### config.mk
export PLATFORM = sky130hd
export DESIGN_NAME = ninjin_ddr_buf
export DESIGN_NICKNAME = d
export VERILOG_FILES = /design/src/ninjin_pkg.sv /design/src/ninjin_bank.sv /design/src/ninjin_ctrl_lite.sv /design/src/ninjin_pack.sv /design/src/ninjin_ddr_drain.sv /design/src/ninjin_ddr_buf.sv
export SDC_FILE = /design/constraint.sdc
export NUM_CORES = 1
export LEC_CHECK = 0
export BUFFER_PORTS_ARGS = -buffer_cell sky130_fd_sc_hd__buf_2
export CAP_MARGIN = 0
export CORE_ASPECT_RATIO = 0.8
export CORE_MARGIN = 3
export CORE_UTILIZATION = 49
export DETAILED_ROUTE_END_ITERATION = 12
export GPL_ROUTABILITY_DRIVEN = 0
export GPL_TIMING_DRIVEN = 1
export PLACE_DENSITY = 0.69
export SYNTH_ARGS = -nofsm -noshare
export SYNTH_HDL_FRONTEND = slang
export SYNTH_SLANG_ARGS = --single-unit
### constraint.sdc
create_clock -name clk -period 3.9 [get_ports clk]
set_clock_uncertainty 0.05 [all_clocks]
set_input_delay 0.39 -clock clk [delete_from_list [all_inputs] [get_ports clk]]
set_output_delay 0.39 -clock clk [all_outputs]
set_load 0.02 [all_outputs]
### src/ninjin_pkg.sv
`default_nettype none

package ninjin_pkg;

  // compute word and ddr beat widths.
  localparam int DWIDTH    = 16;
  localparam int BWIDTH    = 32;
  localparam int RATE      = BWIDTH / DWIDTH;

  // one bank holds one burst.
  localparam int BURST_LEN = 8;
  localparam int BAWIDTH   = $clog2(BURST_LEN);
  localparam int BCWIDTH   = BAWIDTH + 1;
  localparam int NBANK     = 2;

  localparam int MEMSIZE   = 16;
  localparam int LWIDTH    = 16;

  // axi4-lite register window.
  localparam int AXI_AWIDTH = 8;
  localparam int AXI_DWIDTH = 32;

  localparam logic [AXI_AWIDTH-1:0] REG_CTRL   = 8'h00;
  localparam logic [AXI_AWIDTH-1:0] REG_BASE   = 8'h04;
  localparam logic [AXI_AWIDTH-1:0] REG_LEN    = 8'h08;
  localparam logic [AXI_AWIDTH-1:0] REG_STATUS = 8'h0c;

  // base in beats, length in words.
  typedef struct packed {
    logic [MEMSIZE-1:0] base;
    logic [LWIDTH-1:0]  total_len;
  } job_t;

  typedef struct packed {
    logic               bank;
    logic [BCWIDTH-1:0] beats;
    logic [MEMSIZE-1:0] offset;
    logic               last;
  } burst_t;

  typedef struct packed {
    logic               we;
    logic [BAWIDTH-1:0] addr;
    logic [BWIDTH-1:0]  data;
  } bank_wr_t;

endpackage

`default_nettype wire

### src/ninjin_bank.sv
`timescale 1ns/1ps
`default_nettype none

module ninjin_bank #(
  parameter int BWIDTH    = ninjin_pkg::BWIDTH,
  parameter int BURST_LEN = ninjin_pkg::BURST_LEN
) (
  input  logic                         clk,
  input  ninjin_pkg::bank_wr_t         wr,
  input  logic [$clog2(BURST_LEN)-1:0] rd_addr,
  output logic [BWIDTH-1:0]            rd_data
);

  logic [BWIDTH-1:0] mem [BURST_LEN];

  // one write port from the packer.
  always_ff @(posedge clk) begin
    if (wr.we) begin
      mem[wr.addr] <= wr.data;
    end
  end

  // registered read for the drain.
  always_ff @(posedge clk) begin
    rd_data <= mem[rd_addr];
  end

endmodule

`default_nettype wire

### src/ninjin_ctrl_lite.sv
`timescale 1ns/1ps
`default_nettype none

module ninjin_ctrl_lite (
  input  logic                                  clk,
  input  logic                                  xrst,
  input  logic [ninjin_pkg::AXI_AWIDTH-1:0]     s_axi_awaddr,
  input  logic                                  s_axi_awvalid,
  output logic                                  s_axi_awready,
  input  logic [ninjin_pkg::AXI_DWIDTH-1:0]     s_axi_wdata,
  input  logic [ninjin_pkg::AXI_DWIDTH/8-1:0]   s_axi_wstrb,
  input  logic                                  s_axi_wvalid,
  output logic                                  s_axi_wready,
  output logic [1:0]                            s_axi_bresp,
  output logic                                  s_axi_bvalid,
  input  logic                                  s_axi_bready,
  input  logic [ninjin_pkg::AXI_AWIDTH-1:0]     s_axi_araddr,
  input  logic                                  s_axi_arvalid,
  output logic                                  s_axi_arready,
  output logic [ninjin_pkg::AXI_DWIDTH-1:0]     s_axi_rdata,
  output logic [1:0]                            s_axi_rresp,
  output logic                                  s_axi_rvalid,
  input  logic                                  s_axi_rready,
  output ninjin_pkg::job_t                      job,
  output logic                                  start,
  input  logic                                  job_done
);
  import ninjin_pkg::*;

  logic                  wr_en;
  logic                  rd_en;
  logic                  start_wr;
  logic                  busy;
  logic                  done;
  logic [AXI_DWIDTH-1:0] base_next;
  logic [AXI_DWIDTH-1:0] len_next;

  // byte lanes of a register write.
  function automatic logic [AXI_DWIDTH-1:0] merge_strb(
    input logic [AXI_DWIDTH-1:0]   old_val,
    input logic [AXI_DWIDTH-1:0]   new_val,
    input logic [AXI_DWIDTH/8-1:0] strb
  );
    logic [AXI_DWIDTH-1:0] res;
    for (int i = 0; i < AXI_DWIDTH / 8; i++) begin
      res[8*i +: 8] = strb[i] ? new_val[8*i +: 8] : old_val[8*i +: 8];
    end
    return res;
  endfunction

  // ########################################################################
  // handshakes.
  // ########################################################################

  // address and data are taken together.
  assign wr_en         = s_axi_awvalid & s_axi_wvalid & ~s_axi_bvalid;
  assign rd_en         = s_axi_arvalid & ~s_axi_rvalid;
  assign s_axi_awready = wr_en;
  assign s_axi_wready  = wr_en;
  assign s_axi_arready = rd_en;
  assign s_axi_bresp   = 2'b00;
  assign s_axi_rresp   = 2'b00;

  always_ff @(posedge clk) begin
    if (!xrst) begin
      s_axi_bvalid <= 1'b0;
    end else if (wr_en) begin
      s_axi_bvalid <= 1'b1;
    end else if (s_axi_bready) begin
      s_axi_bvalid <= 1'b0;
    end
  end

  always_ff @(posedge clk) begin
    if (!xrst) begin
      s_axi_rvalid <= 1'b0;
    end else if (rd_en) begin
      s_axi_rvalid <= 1'b1;
    end else if (s_axi_rready) begin
      s_axi_rvalid <= 1'b0;
    end
  end

  // ########################################################################
  // registers.
  // ########################################################################

  assign base_next = merge_strb(AXI_DWIDTH'(job.base), s_axi_wdata, s_axi_wstrb);
  assign len_next  = merge_strb(AXI_DWIDTH'(job.total_len), s_axi_wdata, s_axi_wstrb);

  always_ff @(posedge clk) begin
    if (!xrst) begin
      job <= '0;
    end else if (wr_en) begin
      case (s_axi_awaddr)
        REG_BASE: job.base      <= MEMSIZE'(base_next);
        REG_LEN:  job.total_len <= LWIDTH'(len_next);
        default: ;
      endcase
    end
  end

  // a start while busy is dropped.
  assign start_wr = wr_en && s_axi_awaddr == REG_CTRL && s_axi_wstrb[0]
                    && s_axi_wdata[0] && !busy;

  always_ff @(posedge clk) begin
    if (!xrst) begin
      start <= 1'b0;
      busy  <= 1'b0;
      done  <= 1'b0;
    end else begin
      start <= start_wr;
      if (start_wr) begin
        busy <= 1'b1;
        done <= 1'b0;
      end else if (job_done) begin
        busy <= 1'b0;
        done <= 1'b1;
      end
    end
  end

  always_ff @(posedge clk) begin
    if (rd_en) begin
      case (s_axi_araddr)
        REG_BASE:   s_axi_rdata <= AXI_DWIDTH'(job.base);
        REG_LEN:    s_axi_rdata <= AXI_DWIDTH'(job.total_len);
        REG_STATUS: s_axi_rdata <= AXI_DWIDTH'({done, busy});
        default:    s_axi_rdata <= '0;
      endcase
    end
  end

endmodule

`default_nettype wire

### src/ninjin_pack.sv
`timescale 1ns/1ps
`default_nettype none

module ninjin_pack #(
  parameter int DWIDTH    = ninjin_pkg::DWIDTH,
  parameter int BWIDTH    = ninjin_pkg::BWIDTH,
  parameter int BURST_LEN = ninjin_pkg::BURST_LEN,
  parameter int MEMSIZE   = ninjin_pkg::MEMSIZE
) (
  input  logic                     clk,
  input  logic                     xrst,
  input  ninjin_pkg::job_t         job,
  input  logic                     start,
  input  logic                     mem_we,
  input  logic signed [DWIDTH-1:0] mem_wdata,
  output logic                     mem_ready,
  output ninjin_pkg::bank_wr_t     bank_wr [ninjin_pkg::NBANK],
  output ninjin_pkg::burst_t       burst,
  output logic                     burst_valid,
  input  logic                     burst_ready,
  input  logic                     bank_release,
  input  logic                     release_bank
);
  import ninjin_pkg::*;

  localparam int RATE = BWIDTH / DWIDTH;
  localparam int AW   = $clog2(BURST_LEN);
  localparam int WCW  = (RATE > 1) ? $clog2(RATE) : 1;

  logic signed [DWIDTH-1:0] chain [RATE];
  logic [BWIDTH-1:0]        beat;
  logic [WCW-1:0]           word_cnt;
  logic [AW-1:0]            beat_cnt;
  logic [LWIDTH-1:0]        words_left;
  logic [MEMSIZE-1:0]       beat_off;
  logic [NBANK-1:0]         full;
  logic                     fill_bank;
  logic                     beat_done;
  logic                     closing;
  logic                     accept;

  // ########################################################################
  // word side.
  // ########################################################################

  // the beat written now closes the fill bank.
  assign closing   = beat_done && (beat_cnt == AW'(BURST_LEN - 1) || words_left == '0);
  assign mem_ready = words_left != '0 && !full[fill_bank] && !burst_valid && !closing;
  assign accept    = mem_we & mem_ready;

  always_ff @(posedge clk) begin
    if (accept) begin
      chain[0] <= mem_wdata;
      for (int i = 1; i < RATE; i++) begin
        chain[i] <= chain[i-1];
      end
    end
  end

  // oldest word in the low half.
  always_comb begin
    for (int i = 0; i < RATE; i++) begin
      beat[i*DWIDTH +: DWIDTH] = chain[RATE-1-i];
    end
  end

  always_ff @(posedge clk) begin
    if (!xrst) begin
      words_left <= '0;
      word_cnt   <= '0;
      beat_done  <= 1'b0;
    end else begin
      beat_done <= accept && word_cnt == WCW'(RATE - 1);
      if (start) begin
        words_left <= job.total_len;
        word_cnt   <= '0;
      end else if (accept) begin
        words_left <= words_left - 1'b1;
        word_cnt   <= (word_cnt == WCW'(RATE - 1)) ? '0 : word_cnt + 1'b1;
      end
    end
  end

  // ########################################################################
  // bank side.
  // ########################################################################

  always_comb begin
    for (int b = 0; b < NBANK; b++) begin
      bank_wr[b].we   = beat_done && fill_bank == 1'(b);
      bank_wr[b].addr = beat_cnt;
      bank_wr[b].data = beat;
    end
  end

  always_ff @(posedge clk) begin
    if (!xrst) begin
      beat_cnt    <= '0;
      beat_off    <= '0;
      fill_bank   <= 1'b0;
      full        <= '0;
      burst_valid <= 1'b0;
    end else begin
      if (burst_valid && burst_ready) begin
        burst_valid <= 1'b0;
      end
      if (bank_release) begin
        full[release_bank] <= 1'b0;
      end
      if (start) begin
        beat_cnt  <= '0;
        beat_off  <= '0;
        fill_bank <= 1'b0;
      end else if (closing) begin
        full[fill_bank] <= 1'b1;
        burst_valid     <= 1'b1;
        fill_bank       <= ~fill_bank;
        beat_cnt        <= '0;
        beat_off        <= beat_off + MEMSIZE'(beat_cnt) + 1'b1;
      end else if (beat_done) begin
        beat_cnt <= beat_cnt + 1'b1;
      end
    end
  end

  // burst descriptor for the drain.
  always_ff @(posedge clk) begin
    if (closing) begin
      burst.bank   <= fill_bank;
      burst.beats  <= BCWIDTH'(beat_cnt) + 1'b1;
      burst.offset <= beat_off;
      burst.last   <= words_left == '0;
    end
  end

endmodule

`default_nettype wire

### src/ninjin_ddr_drain.sv
`timescale 1ns/1ps
`default_nettype none

module ninjin_ddr_drain #(
  parameter int BWIDTH    = ninjin_pkg::BWIDTH,
  parameter int BURST_LEN = ninjin_pkg::BURST_LEN,
  parameter int MEMSIZE   = ninjin_pkg::MEMSIZE
) (
  input  logic                         clk,
  input  logic                         xrst,
  input  ninjin_pkg::job_t             job,
  input  logic                         start,
  input  ninjin_pkg::burst_t           burst,
  input  logic                         burst_valid,
  output logic                         burst_ready,
  output logic [$clog2(BURST_LEN)-1:0] rd_addr,
  input  logic [BWIDTH-1:0]            rd_data [ninjin_pkg::NBANK],
  output logic                         bank_release,
  output logic                         release_bank,
  output logic                         job_done,
  output logic                         ddr_we,
  output logic [MEMSIZE-1:0]           ddr_addr,
  output logic [BWIDTH-1:0]            ddr_wdata,
  input  logic                         ddr_ready
);
  import ninjin_pkg::*;

  localparam int AW = $clog2(BURST_LEN);

  burst_t             cur;
  logic [MEMSIZE-1:0] base;
  logic [AW:0]        rd_ptr;
  logic [AW:0]        out_cnt;
  logic [BWIDTH-1:0]  hold_data;
  logic               run;
  logic               rd_vld;
  logic               hold_vld;
  logic               take;
  logic               issue;
  logic               xfer;

  // ########################################################################
  // handoff and read issue.
  // ########################################################################

  assign burst_ready = ~run;
  assign take        = burst_valid & ~run;
  assign xfer        = ddr_we & ddr_ready;

  // read ahead only when the beat slot frees up this cycle.
  assign issue   = run && rd_ptr < cur.beats && (!ddr_we || ddr_ready);
  assign rd_addr = rd_ptr[AW-1:0];

  // ########################################################################
  // ddr side.
  // ########################################################################

  assign ddr_we       = rd_vld | hold_vld;
  assign ddr_wdata    = hold_vld ? hold_data : rd_data[cur.bank];
  assign release_bank = cur.bank;

  always_ff @(posedge clk) begin
    if (!xrst) begin
      run          <= 1'b0;
      rd_vld       <= 1'b0;
      hold_vld     <= 1'b0;
      bank_release <= 1'b0;
      job_done     <= 1'b0;
    end else begin
      rd_vld       <= issue;
      bank_release <= 1'b0;
      job_done     <= 1'b0;
      if (ddr_ready) begin
        hold_vld <= 1'b0;
      end else if (rd_vld) begin
        hold_vld <= 1'b1;
      end
      if (take) begin
        run <= 1'b1;
      end else if (xfer && out_cnt == cur.beats - 1'b1) begin
        run          <= 1'b0;
        bank_release <= 1'b1;
        job_done     <= cur.last;
      end
    end
  end

  // bank data is gone one cycle later, so keep it.
  always_ff @(posedge clk) begin
    if (rd_vld && !ddr_ready) begin
      hold_data <= rd_data[cur.bank];
    end
  end

  always_ff @(posedge clk) begin
    if (start) begin
      base <= job.base;
    end
    if (take) begin
      cur      <= burst;
      rd_ptr   <= '0;
      out_cnt  <= '0;
      ddr_addr <= base + burst.offset;
    end else begin
      if (issue) begin
        rd_ptr <= rd_ptr + 1'b1;
      end
      if (xfer) begin
        out_cnt  <= out_cnt + 1'b1;
        ddr_addr <= ddr_addr + 1'b1;
      end
    end
  end

endmodule

`default_nettype wire

### src/ninjin_ddr_buf.sv
`timescale 1ns/1ps
`default_nettype none

module ninjin_ddr_buf #(
  parameter int DWIDTH    = ninjin_pkg::DWIDTH,
  parameter int BWIDTH    = ninjin_pkg::BWIDTH,
  parameter int BURST_LEN = ninjin_pkg::BURST_LEN,
  parameter int MEMSIZE   = ninjin_pkg::MEMSIZE
) (
  input  logic                                clk,
  input  logic                                xrst,
  input  logic [ninjin_pkg::AXI_AWIDTH-1:0]   s_axi_awaddr,
  input  logic                                s_axi_awvalid,
  output logic                                s_axi_awready,
  input  logic [ninjin_pkg::AXI_DWIDTH-1:0]   s_axi_wdata,
  input  logic [ninjin_pkg::AXI_DWIDTH/8-1:0] s_axi_wstrb,
  input  logic                                s_axi_wvalid,
  output logic                                s_axi_wready,
  output logic [1:0]                          s_axi_bresp,
  output logic                                s_axi_bvalid,
  input  logic                                s_axi_bready,
  input  logic [ninjin_pkg::AXI_AWIDTH-1:0]   s_axi_araddr,
  input  logic                                s_axi_arvalid,
  output logic                                s_axi_arready,
  output logic [ninjin_pkg::AXI_DWIDTH-1:0]   s_axi_rdata,
  output logic [1:0]                          s_axi_rresp,
  output logic                                s_axi_rvalid,
  input  logic                                s_axi_rready,
  input  logic                                mem_we,
  input  logic signed [DWIDTH-1:0]            mem_wdata,
  output logic                                mem_ready,
  output logic                                ddr_we,
  output logic [MEMSIZE-1:0]                  ddr_addr,
  output logic [BWIDTH-1:0]                   ddr_wdata,
  input  logic                                ddr_ready
);
  import ninjin_pkg::*;

  job_t                         job;
  logic                         start;
  logic                         job_done;
  bank_wr_t                     bank_wr [NBANK];
  burst_t                       burst;
  logic                         burst_valid;
  logic                         burst_ready;
  logic                         bank_release;
  logic                         release_bank;
  logic [$clog2(BURST_LEN)-1:0] rd_addr;
  logic [BWIDTH-1:0]            rd_data [NBANK];

  ninjin_ctrl_lite i_ctrl (
    .clk           (clk),
    .xrst          (xrst),
    .s_axi_awaddr  (s_axi_awaddr),
    .s_axi_awvalid (s_axi_awvalid),
    .s_axi_awready (s_axi_awready),
    .s_axi_wdata   (s_axi_wdata),
    .s_axi_wstrb   (s_axi_wstrb),
    .s_axi_wvalid  (s_axi_wvalid),
    .s_axi_wready  (s_axi_wready),
    .s_axi_bresp   (s_axi_bresp),
    .s_axi_bvalid  (s_axi_bvalid),
    .s_axi_bready  (s_axi_bready),
    .s_axi_araddr  (s_axi_araddr),
    .s_axi_arvalid (s_axi_arvalid),
    .s_axi_arready (s_axi_arready),
    .s_axi_rdata   (s_axi_rdata),
    .s_axi_rresp   (s_axi_rresp),
    .s_axi_rvalid  (s_axi_rvalid),
    .s_axi_rready  (s_axi_rready),
    .job           (job),
    .start         (start),
    .job_done      (job_done)
  );

  ninjin_pack #(
    .DWIDTH    (DWIDTH),
    .BWIDTH    (BWIDTH),
    .BURST_LEN (BURST_LEN),
    .MEMSIZE   (MEMSIZE)
  ) i_pack (
    .clk          (clk),
    .xrst         (xrst),
    .job          (job),
    .start        (start),
    .mem_we       (mem_we),
    .mem_wdata    (mem_wdata),
    .mem_ready    (mem_ready),
    .bank_wr      (bank_wr),
    .burst        (burst),
    .burst_valid  (burst_valid),
    .burst_ready  (burst_ready),
    .bank_release (bank_release),
    .release_bank (release_bank)
  );

  // ping-pong banks, roles swap every burst.
  for (genvar b = 0; b < NBANK; b++) begin : g_bank
    ninjin_bank #(
      .BWIDTH    (BWIDTH),
      .BURST_LEN (BURST_LEN)
    ) i_bank (
      .clk     (clk),
      .wr      (bank_wr[b]),
      .rd_addr (rd_addr),
      .rd_data (rd_data[b])
    );
  end

  ninjin_ddr_drain #(
    .BWIDTH    (BWIDTH),
    .BURST_LEN (BURST_LEN),
    .MEMSIZE   (MEMSIZE)
  ) i_drain (
    .clk          (clk),
    .xrst         (xrst),
    .job          (job),
    .start        (start),
    .burst        (burst),
    .burst_valid  (burst_valid),
    .burst_ready  (burst_ready),
    .rd_addr      (rd_addr),
    .rd_data      (rd_data),
    .bank_release (bank_release),
    .release_bank (release_bank),
    .job_done     (job_done),
    .ddr_we       (ddr_we),
    .ddr_addr     (ddr_addr),
    .ddr_wdata    (ddr_wdata),
    .ddr_ready    (ddr_ready)
  );

endmodule

`default_nettype wire

==> impl_metrics.ini, run 1 <==
[final_layout]
finalNetCount = 2049
multi_input_area_mm2 = 0.008011
antenna_cells = 0
area.sequential_mm2 = 0.02269
area_growth_pct = 14.72
fin_area_mm2 = 0.03562
post-route-util = 0.5752
final_layout_size_suffix_gt1_frac = 0.2853
nFillCells = 4599

[floorplanning]
die_x_um = 287.4
die-area_mm2 = 0.06644
boundaryPins = 168
dieHeight_um = 231.1
core_mm2 = 0.06192
initial_core_util = 0.5014
rows = 81

[setup_path]
crit_type = flip-flop to output pin
cp_max_fo = 11
start_kind = flip-flop
worst-endpoint-arrival_ns = 3.05
crit_path_end_kind = output pin
required_ns = 3.46

[sta]
tightest_slew_ns = 1.117
setup_ws_ns = 0.4095
rsz0062_at_grt = no
holdWs_ns = 0.04044
setup_viol = 0
timing.fmax_ghz = 0.2865
drv_slew = 0
finalHoldViolCount = 0
finalSetupTns_ns = 0
fin_crit_ns = 3.491
fin_crit_sh = 0.8950
relSlewSlack = 0.2550

[cts]
cts_resized = 0
clk_pin_slew_ns = 0.06
clk_latency_ns = 0.63
cts_made_buffers = 79
cts_sinks = 807
post_cts_buffers = 0
htreeDepth = 3
clock_path_buffers = 3
cts_tree = done
cts_root_buf = clkbuf_16

[placement]
place_hpwl_mm = 36.29
post_dp_cell_area_mm2 = 0.03276
io_buffers = 129
dp_slack_ns = 0.8243

[grt]
grt_use_total = 0.1978
globalRouteOverflowTotal = 0
antenna_found_initial = 2
grt_pass1_vias = 16286
grt_pass1_wl_mm = 98.93
grt_max_degree = 132

[routing]
vias_per_cell = 5.648
route.vias.total = 16011
drc = 0
drt_iter0_markers = 1431
routed_wl_mm = 64.74
drt-pass1-iter-count = 5
wire_per_inst_um = 22.84
antenna_left = 0

[worst_hold_path]
worst_hold_path_type = primary input to flip-flop

[logic_synthesis]
yosysWarnings = 0
synth_area_leaders = edfxtp_1, dfxtp_1, mux4_2
synth_edf_count = 652
synth.top_cell.area_share = 0.6306
yosysTopAreaCell = edfxtp_1
synthArstFlopShare = 0
ys.flop_type = edfxtp_1
ys_ff_latch = 807
synthCells = 1737
synth_seq_area_share = 0.7306
synth_area_mm2 = 0.03105
synth.distinct_cells = 62
syn_avg_cell_area_um2 = 17.87

[pwr]
peakVddDrop_mv = 0.3758
p_leak_nw = 11.86
powerDensity_mw_per_mm2 = 587.8

[status]
status = finished clean

[job]
max-cap-violations = 0
state kept, by name (all words and copies together), names as in the netlist, 22 cells and up:
register / count
i_drain.hold_data: 32
i_pack.burst: 22
i_ctrl.job: 32
g_bank.i_bank.mem: 512
i_pack.chain: 32
g_bank.i_bank.rd_data: 64
layout by cell type (no fill, tap or decap), types with 36 or more instances in the layout:
| cell type | n |
|---|---|
| mux2_2 | 131 |
| edfxtp_1 | 652 |
| clkbuf_16 | 80 |
| nand2_1 | 133 |
| dfxtp_1 | 151 |
| mux4_2 | 128 |
| xnor2_1 | 40 |
| nor2_1 | 44 |
| buf_2 | 129 |
| dlygate4sd3_1 | 36 |
synthesized netlist by cell type, drive strengths merged (14+ instances only):
| library cell | n |
|---|---|
| a21boi | 34 |
| a21oi | 29 |
| a22o | 14 |
| buf | 41 |
| clkbuf | 53 |
| dfxtp | 155 |
| edfxtp | 652 |
| ha | 29 |
| inv | 21 |
| mux2 | 131 |
| mux4 | 128 |
| nand2 | 133 |
| nand3 | 15 |
| nor2 | 48 |
| nor3 | 28 |
| o21ai | 36 |
| xnor2 | 40 |
| xor2 | 21 |
metal layers:
| metal | global-route usage | vias to the layer above | share of wire |
|---|---|---|---|
| met3 | 0.03471 | 104 | 0.058 |
| met4 | 0.04819 | 0 | 0.020 |
| met5 | 0 | - | 0 |
| li1 | - | 7148 | - |
| met1 | 0.2910 | 8267 | 0.45 |
| met2 | 0.3102 | 492 | 0.47 |
per-stage QoR:
stage / std cells / total power, W
2_1_floorplan: 1756 / 0.01284
3_5_place_dp: 2654 / 0.01377
3_3_place_gp: 2654 / 0.01366
5_1_grt: 2835 / 0.02176
4_1_cts: 2835 / 0.02112
6_report: 2835 / 0.02094
path summary, 6_finish.rpt:
check                                          start                  end  slack, ns  cells after the start
worst max-delay path            i_pack.words_left[0]            mem_ready       0.41                      8
worst min register to register      i_pack.burst[17]      i_drain.cur[17]       0.37                      0
worst max register to register    i_pack.beat_cnt[1]  i_pack.chain[0][29]       0.79                      5
worst min-delay path                 s_axi_awaddr[2]          i_ctrl.done       0.04                      3
layout make-up:
cell class | instances | share of cell area
flip-flops and latches | 807 | 0.6372
clock buffers | 105 | 0.06053
repair buffers | 198 | 0.03625
well taps | 830 | 0.02916
inverters | 22 | 0.002354
clock inverters | 40 | 0.009590
multi-input cells | 833 | 0.2249
timing repair:
item | 4_1_cts | 5_1_grt
endpoints found under the hold margin | 50 | 0
setup endpoints to repair | 0 | 0
hold buffers | 36 | 0
power by group:
group,switching (W),internal (W)
combinational,0.00122,0.00115
sequential,0.000807,0.0104
clock,0.00320,0.00413
critical path: stages (launching register included):
cell      delay (ns)
dfxtp_1         0.34
inv_1           0.12
ha_1            0.16
or4b_2          0.60
or4_4           0.46
clkinv_2        0.12
o21ai_2         0.20
and3_1          0.26
buf_2           0.18
kinds of logic after synthesis:
| group | count (synthesis) | share of synthesized area |
|---|---|---|
| flip-flops | 807 | 0.7306 |
| AND/OR/NAND/NOR | 310 | 0.04836 |
| multiplexers | 264 | 0.1420 |
| AO/OA/AOI/OAI | 147 | 0.03188 |
| buffers and inverters | 116 | 0.01693 |
| XOR/XNOR | 61 | 0.01721 |
| adder cells (fa/ha/maj) | 31 | 0.01298 |
| other | 1 | 0.0001208 |
Power figures use the tool's default switching activity.
==> inputs of run 2 (changes only) <==
--- a/config.mk
+++ b/config.mk
@@ -10,10 +10,11 @@
 export CORE_ASPECT_RATIO = 0.8
 export CORE_MARGIN = 3
 export CORE_UTILIZATION = 49
+export CTS_BUF_LIST = sky130_fd_sc_hd__clkbuf_16
 export DETAILED_ROUTE_END_ITERATION = 12
 export GPL_ROUTABILITY_DRIVEN = 0
 export GPL_TIMING_DRIVEN = 1
-export PLACE_DENSITY = 0.69
+export PLACE_DENSITY = 0.65
 export SYNTH_ARGS = -nofsm -noshare
 export SYNTH_HDL_FRONTEND = slang
 export SYNTH_SLANG_ARGS = --single-unit
==> impl_metrics.ini, run 2 (synthesized netlist as in run 1, its figures left out) <==
[status]
status = finished clean

[routing]
routed_wl_mm = 65.31
drt-pass1-iter-count = 5
wire_per_inst_um = 23.02
drc = 0
route.vias.total = 15961
antenna_left = 0
drt_iter0_markers = 1473
vias_per_cell = 5.626

[grt]
grt_max_degree = 132
use_met3 = 0.03658
met1_usage = 0.2928
grt_most_used_layer = met2
met2_usage = 0.3103
grt_pass1_wl_mm = 98.61
globalRouteOverflowTotal = 0
grt_pass1_vias = 16180
grt_use_total = 0.1989
antenna_found_initial = 2

[sta]
rsz0062_at_grt = no
finalSetupTns_ns = 0
fin_crit_sh = 0.8977
setup_viol = 0
tightest_slew_ns = 0.9735
fin_crit_ns = 3.501
drv_slew = 0
relSlewSlack = 0.3510
timing.fmax_ghz = 0.2856
finalHoldViolCount = 0
holdWs_ns = 0.08792

[setup_path]
start_kind = flip-flop
crit_type = flip-flop to output pin
rrSetupSlack_ns = 0.81
cp_max_fo = 11
r2r_cells = 5
regToRegEndpoint = i_pack.chain[0][31]
worst-endpoint-arrival_ns = 3.06
crit_path_end_kind = output pin
required_ns = 3.46
r2r_start = i_pack.beat_cnt[1]

[placement]
io_buffers = 129
place_hpwl_mm = 36.73

[cts]
clk_pin_slew_ns = 0.06
clk_latency_ns = 0.63
htreeDepth = 3
post_cts_buffers = 0
cts_root_buf = clkbuf_16
cts_tree = done
cts_sinks = 807
clock_path_buffers = 3
cts_made_buffers = 78

[worst_hold_path]
hold_depth = 3
hold_end = i_ctrl.s_axi_rdata[0]
hp-start = s_axi_araddr[2]
worst_hold_path_type = primary input to flip-flop

[final_layout]
reg_top3 = g_bank.i_bank.mem (512), g_bank.i_bank.rd_data (64)
nFillCells = 4600
final_common_cell = edfxtp_1
largest_reg_flops = 512
finalNetCount = 2049
final_cell_mix = edfxtp_1, dfxtp_1, nand2_1, mux2_2, buf_2
area.sequential_mm2 = 0.02269
area_growth_pct = 14.71
regMostFlops = g_bank.i_bank.mem
multi_input_area_mm2 = 0.008011
final_layout_size_suffix_gt1_frac = 0.2787

[floorplanning]
initial_core_util = 0.5014
dieHeight_um = 231.1
boundaryPins = 168
rows = 81
core_mm2 = 0.06192
die_x_um = 287.4
die-area_mm2 = 0.06644

[pwr]
powerDensity_mw_per_mm2 = 585.8
peakVddDrop_mv = 0.5167
p_leak_nw = 11.93

[job]
max-cap-violations = 0
run 2: cell count changes in the layout (fill, tap and decap cells not counted), sizes merged:
| cell | before | now |
|---|---|---|
| clkbuf | 105 | 80 |
| inv | 27 | 46 |
| clkinv | 29 | 36 |
| clkinvlp | 3 | 0 |
| bufinv | 3 | 5 |
| diode | 0 | 1 |
| dlygate4sd3 | 36 | 37 |
run 2: where the power goes:
part / switching (W) / total, W / internal [W]
registers: 0.000819 / 0.0112 / 0.0104
logic: 0.00120 / 0.00234 / 0.00115
clock network: 0.00319 / 0.00728 / 0.00409
total: 0.00520 / 0.0209 / 0.0157
run 2: worst max path at each step:
| stage | start | end | slack (ns) |
|---|---|---|---|
| final | i_pack.words_left[0] | mem_ready | 0.40 |
| after global routing | i_pack.words_left[0] | mem_ready | 0.28 |
| after CTS | i_pack.words_left[0] | mem_ready | 0.37 |
| after detailed placement | i_pack.beat_cnt[1] | i_pack.chain[0][0] | 0.86 |
| after global placement | i_pack.beat_cnt[1] | i_pack.chain[0][0] | 0.93 |
| after floorplan | i_pack.beat_done | g_bank[0].i_bank.mem[1][0] | -0.36 |
run 2: repair_timing:
item,in CTS,in global routing
resized for setup,0,0
hold endpoints to repair,52,0
hold buffers,37,0
run 2: metal layers:
metal,wire length [µm],vias to the layer above
li1,-,7152
met1,29400,8264
met2,30690,457
met3,4024,88
met4,1194,0
met5,0,-
run 2: critical path, cell delays in order (launching register included):
cell	delay [ns]
dfxtp_1	0.33
inv_1	0.12
ha_1	0.16
or4b_2	0.59
or4_4	0.46
clkinv_2	0.13
o21ai_2	0.21
and3_1	0.27
buf_2	0.17
run 2: layout make-up:
cell class / instances / share of cell area
clock buffer: 80 / 0.05621
timing repair buffer: 199 / 0.03654
multi-input combinational: 833 / 0.2250
sequential: 807 / 0.6372
antenna: 1 / 0.00007027
tap: 830 / 0.02916
clock inverter: 65 / 0.01346
inverter: 22 / 0.002354
run 2: per-stage QoR:
| stage | std cells | worst slack (ns) | power (W) | cell area (µm²) | util |
|---|---|---|---|---|---|
| after global placement | 2654 | 0.9263 | 0.01367 | 32760 | 0.5290 |
| after detailed placement | 2654 | 0.8607 | 0.01378 | 32760 | 0.5290 |
| after floorplan | 1756 | -0.3649 | 0.01284 | 31120 | - |
| after global routing | 2836 | 0.2774 | 0.02169 | 35610 | 0.5751 |
| final | 2837 | 0.3989 | 0.02086 | 35610 | 0.5751 |
| after CTS | 2836 | 0.3687 | 0.02108 | 35610 | 0.5751 |
==> inputs of run 3 (changes only) <==
--- a/config.mk
+++ b/config.mk
@@ -14,7 +14,7 @@
 export DETAILED_ROUTE_END_ITERATION = 12
 export GPL_ROUTABILITY_DRIVEN = 0
 export GPL_TIMING_DRIVEN = 1
-export PLACE_DENSITY = 0.65
+export PLACE_DENSITY = 0.72
 export SYNTH_ARGS = -nofsm -noshare
 export SYNTH_HDL_FRONTEND = slang
 export SYNTH_SLANG_ARGS = --single-unit
==> impl_metrics.ini, run 3 (synthesized netlist as in run 1, its figures left out) <==
[setup_path]
slowest_delay_ns = 0.59
r2r_cells = 6
cp_max_fo = 11
crit_buf_inv = 3
crit_slowest_cell = or4b_2
start_kind = flip-flop
crit_path_cell_trace = inv_1 -> ha_1 -> or4b_2 -> or4_4 -> clkinv_2 -> o21ai_2 -> and3_1 -> buf_2
path_depth = 8
crit_path_end_kind = output pin
required_ns = 3.46
cpLargestDelayFamily = simple AND/OR/NAND/NOR gates
crit_type = flip-flop to output pin
worst-endpoint-arrival_ns = 3.04

[placement]
dp_slack_ns = 0.5849
place_hpwl_mm = 35.92
io_buffers = 129

[grt]
antenna_found_initial = 0
grt_max_degree = 132
grt_use_total = 0.1930
grt_pass1_vias = 16227
globalRouteOverflowTotal = 0
grt_pass1_wl_mm = 97.03

[sta]
setup_ws_ns = 0.4194
rsz0062_at_grt = no
relSlewSlack = 0.2645
finalSetupTns_ns = 0
finalHoldViolCount = 0
setup_viol = 0
fin_crit_ns = 3.481
drv_slew = 0
tightest_slew_ns = 1.102
timing.fmax_ghz = 0.2873
fin_crit_sh = 0.8925

[routing]
drt-pass1-iter-count = 5
drt_iter0_markers = 1273
wire_per_inst_um = 22.31
routed_wl_mm = 63.28
antenna_left = 0
route.vias.total = 15892
drc = 0
vias_per_cell = 5.602

[cts]
cts_resized = 0
clock_path_buffers = 3
postCtsHoldBufs = 35
clk_latency_ns = 0.62
cts_tree = done
clk_pin_slew_ns = 0.06
post_cts_buffers = 0
cts_sinks = 807
htreeDepth = 3
cts_root_buf = clkbuf_16
cts_made_buffers = 77

[job]
max-cap-violations = 0

[floorplanning]
core_mm2 = 0.06192
die_x_um = 287.4
boundaryPins = 168
die-area_mm2 = 0.06644
dieHeight_um = 231.1
initial_core_util = 0.5014
rows = 81

[final_layout]
post-route-util = 0.5759
final_layout_size_suffix_gt1_frac = 0.2827
final_cell_mix = edfxtp_1, dfxtp_1, nand2_1, mux2_2, buf_2
reg_top3 = g_bank.i_bank.mem (512), g_bank.i_bank.rd_data (64)
final_common_cell = edfxtp_1
largest_reg_flops = 512
area_growth_pct = 14.86
regMostFlops = g_bank.i_bank.mem
finalNetCount = 2052

[worst_hold_path]
worst_hold_path_type = primary input to flip-flop
hold_depth = 3

[status]
status = finished clean

[pwr]
combPwrFrac = 0.114
p_int_w = 0.01571
p_leak_nw = 11.94
switching_share = 0.2474
power_frac_seq = 0.537
peakVddDrop_mv = 0.5360
powerDensity_mw_per_mm2 = 585.4
p_switching_w = 0.005164
clkPwrFrac = 0.349
total_power_w = 0.02088
## run 3: stage by stage
step                cell area, µm²  std cells  hold slack (ns)
floorplan                    31120       1756           0.3503
global placement             32830       2660           0.3565
detailed placement           32830       2660           0.3554
CTS                          35660       2836        0.0009847
global route                 35660       2836          0.01351
finish                       35660       2837          0.03088
## run 3: worst min-delay path, stage by stage
cell and delay (ns):
buf_2 0.12, nand2_1 0.05, a21boi_0 0.07
## run 3: worst paths after layout
| check | startpoint | endpoint | slack (ns) |
|---|---|---|---|
| worst max-delay path | i_pack.words_left[0] | mem_ready | 0.42 |
| worst min-delay path | s_axi_wdata[3] | i_ctrl.job[19] | 0.03 |
| worst max register to register | i_pack.beat_cnt[1] | i_pack.chain[0][28] | 0.62 |
| worst min register to register | i_pack.burst[20] | i_drain.cur[20] | 0.37 |
## run 3: cell type report
class,instances,area [µm²]
inverter,22,83.83
multi-input combinational,833,8011
fill,4476,26260
sequential,807,22690
clock buffer,79,1977
timing repair buffer,203,1351
antenna,1,2.502
clock inverter,62,501.7
tap,830,1039
## run 3: metal layers
metal / vias to the layer above / GRT usage / share of wire
met3: 105 / 0.03805 / 0.059
met5: - / 0 / 0
met1: 8189 / 0.2739 / 0.43
met4: 0 / 0.04994 / 0.022
met2: 457 / 0.3092 / 0.49
li1: 7141 / - / -
## run 3: power groups by stage
stage | clock network (W) | registers (W) | logic [W]
CTS | 0.00741 | 0.0112 | 0.00242
floorplan | 0 | 0.0110 | 0.00183
finish | 0.00728 | 0.0112 | 0.00239
detailed placement | 0 | 0.0114 | 0.00237
global placement | 0 | 0.0113 | 0.00233
global route | 0.00776 | 0.0113 | 0.00260
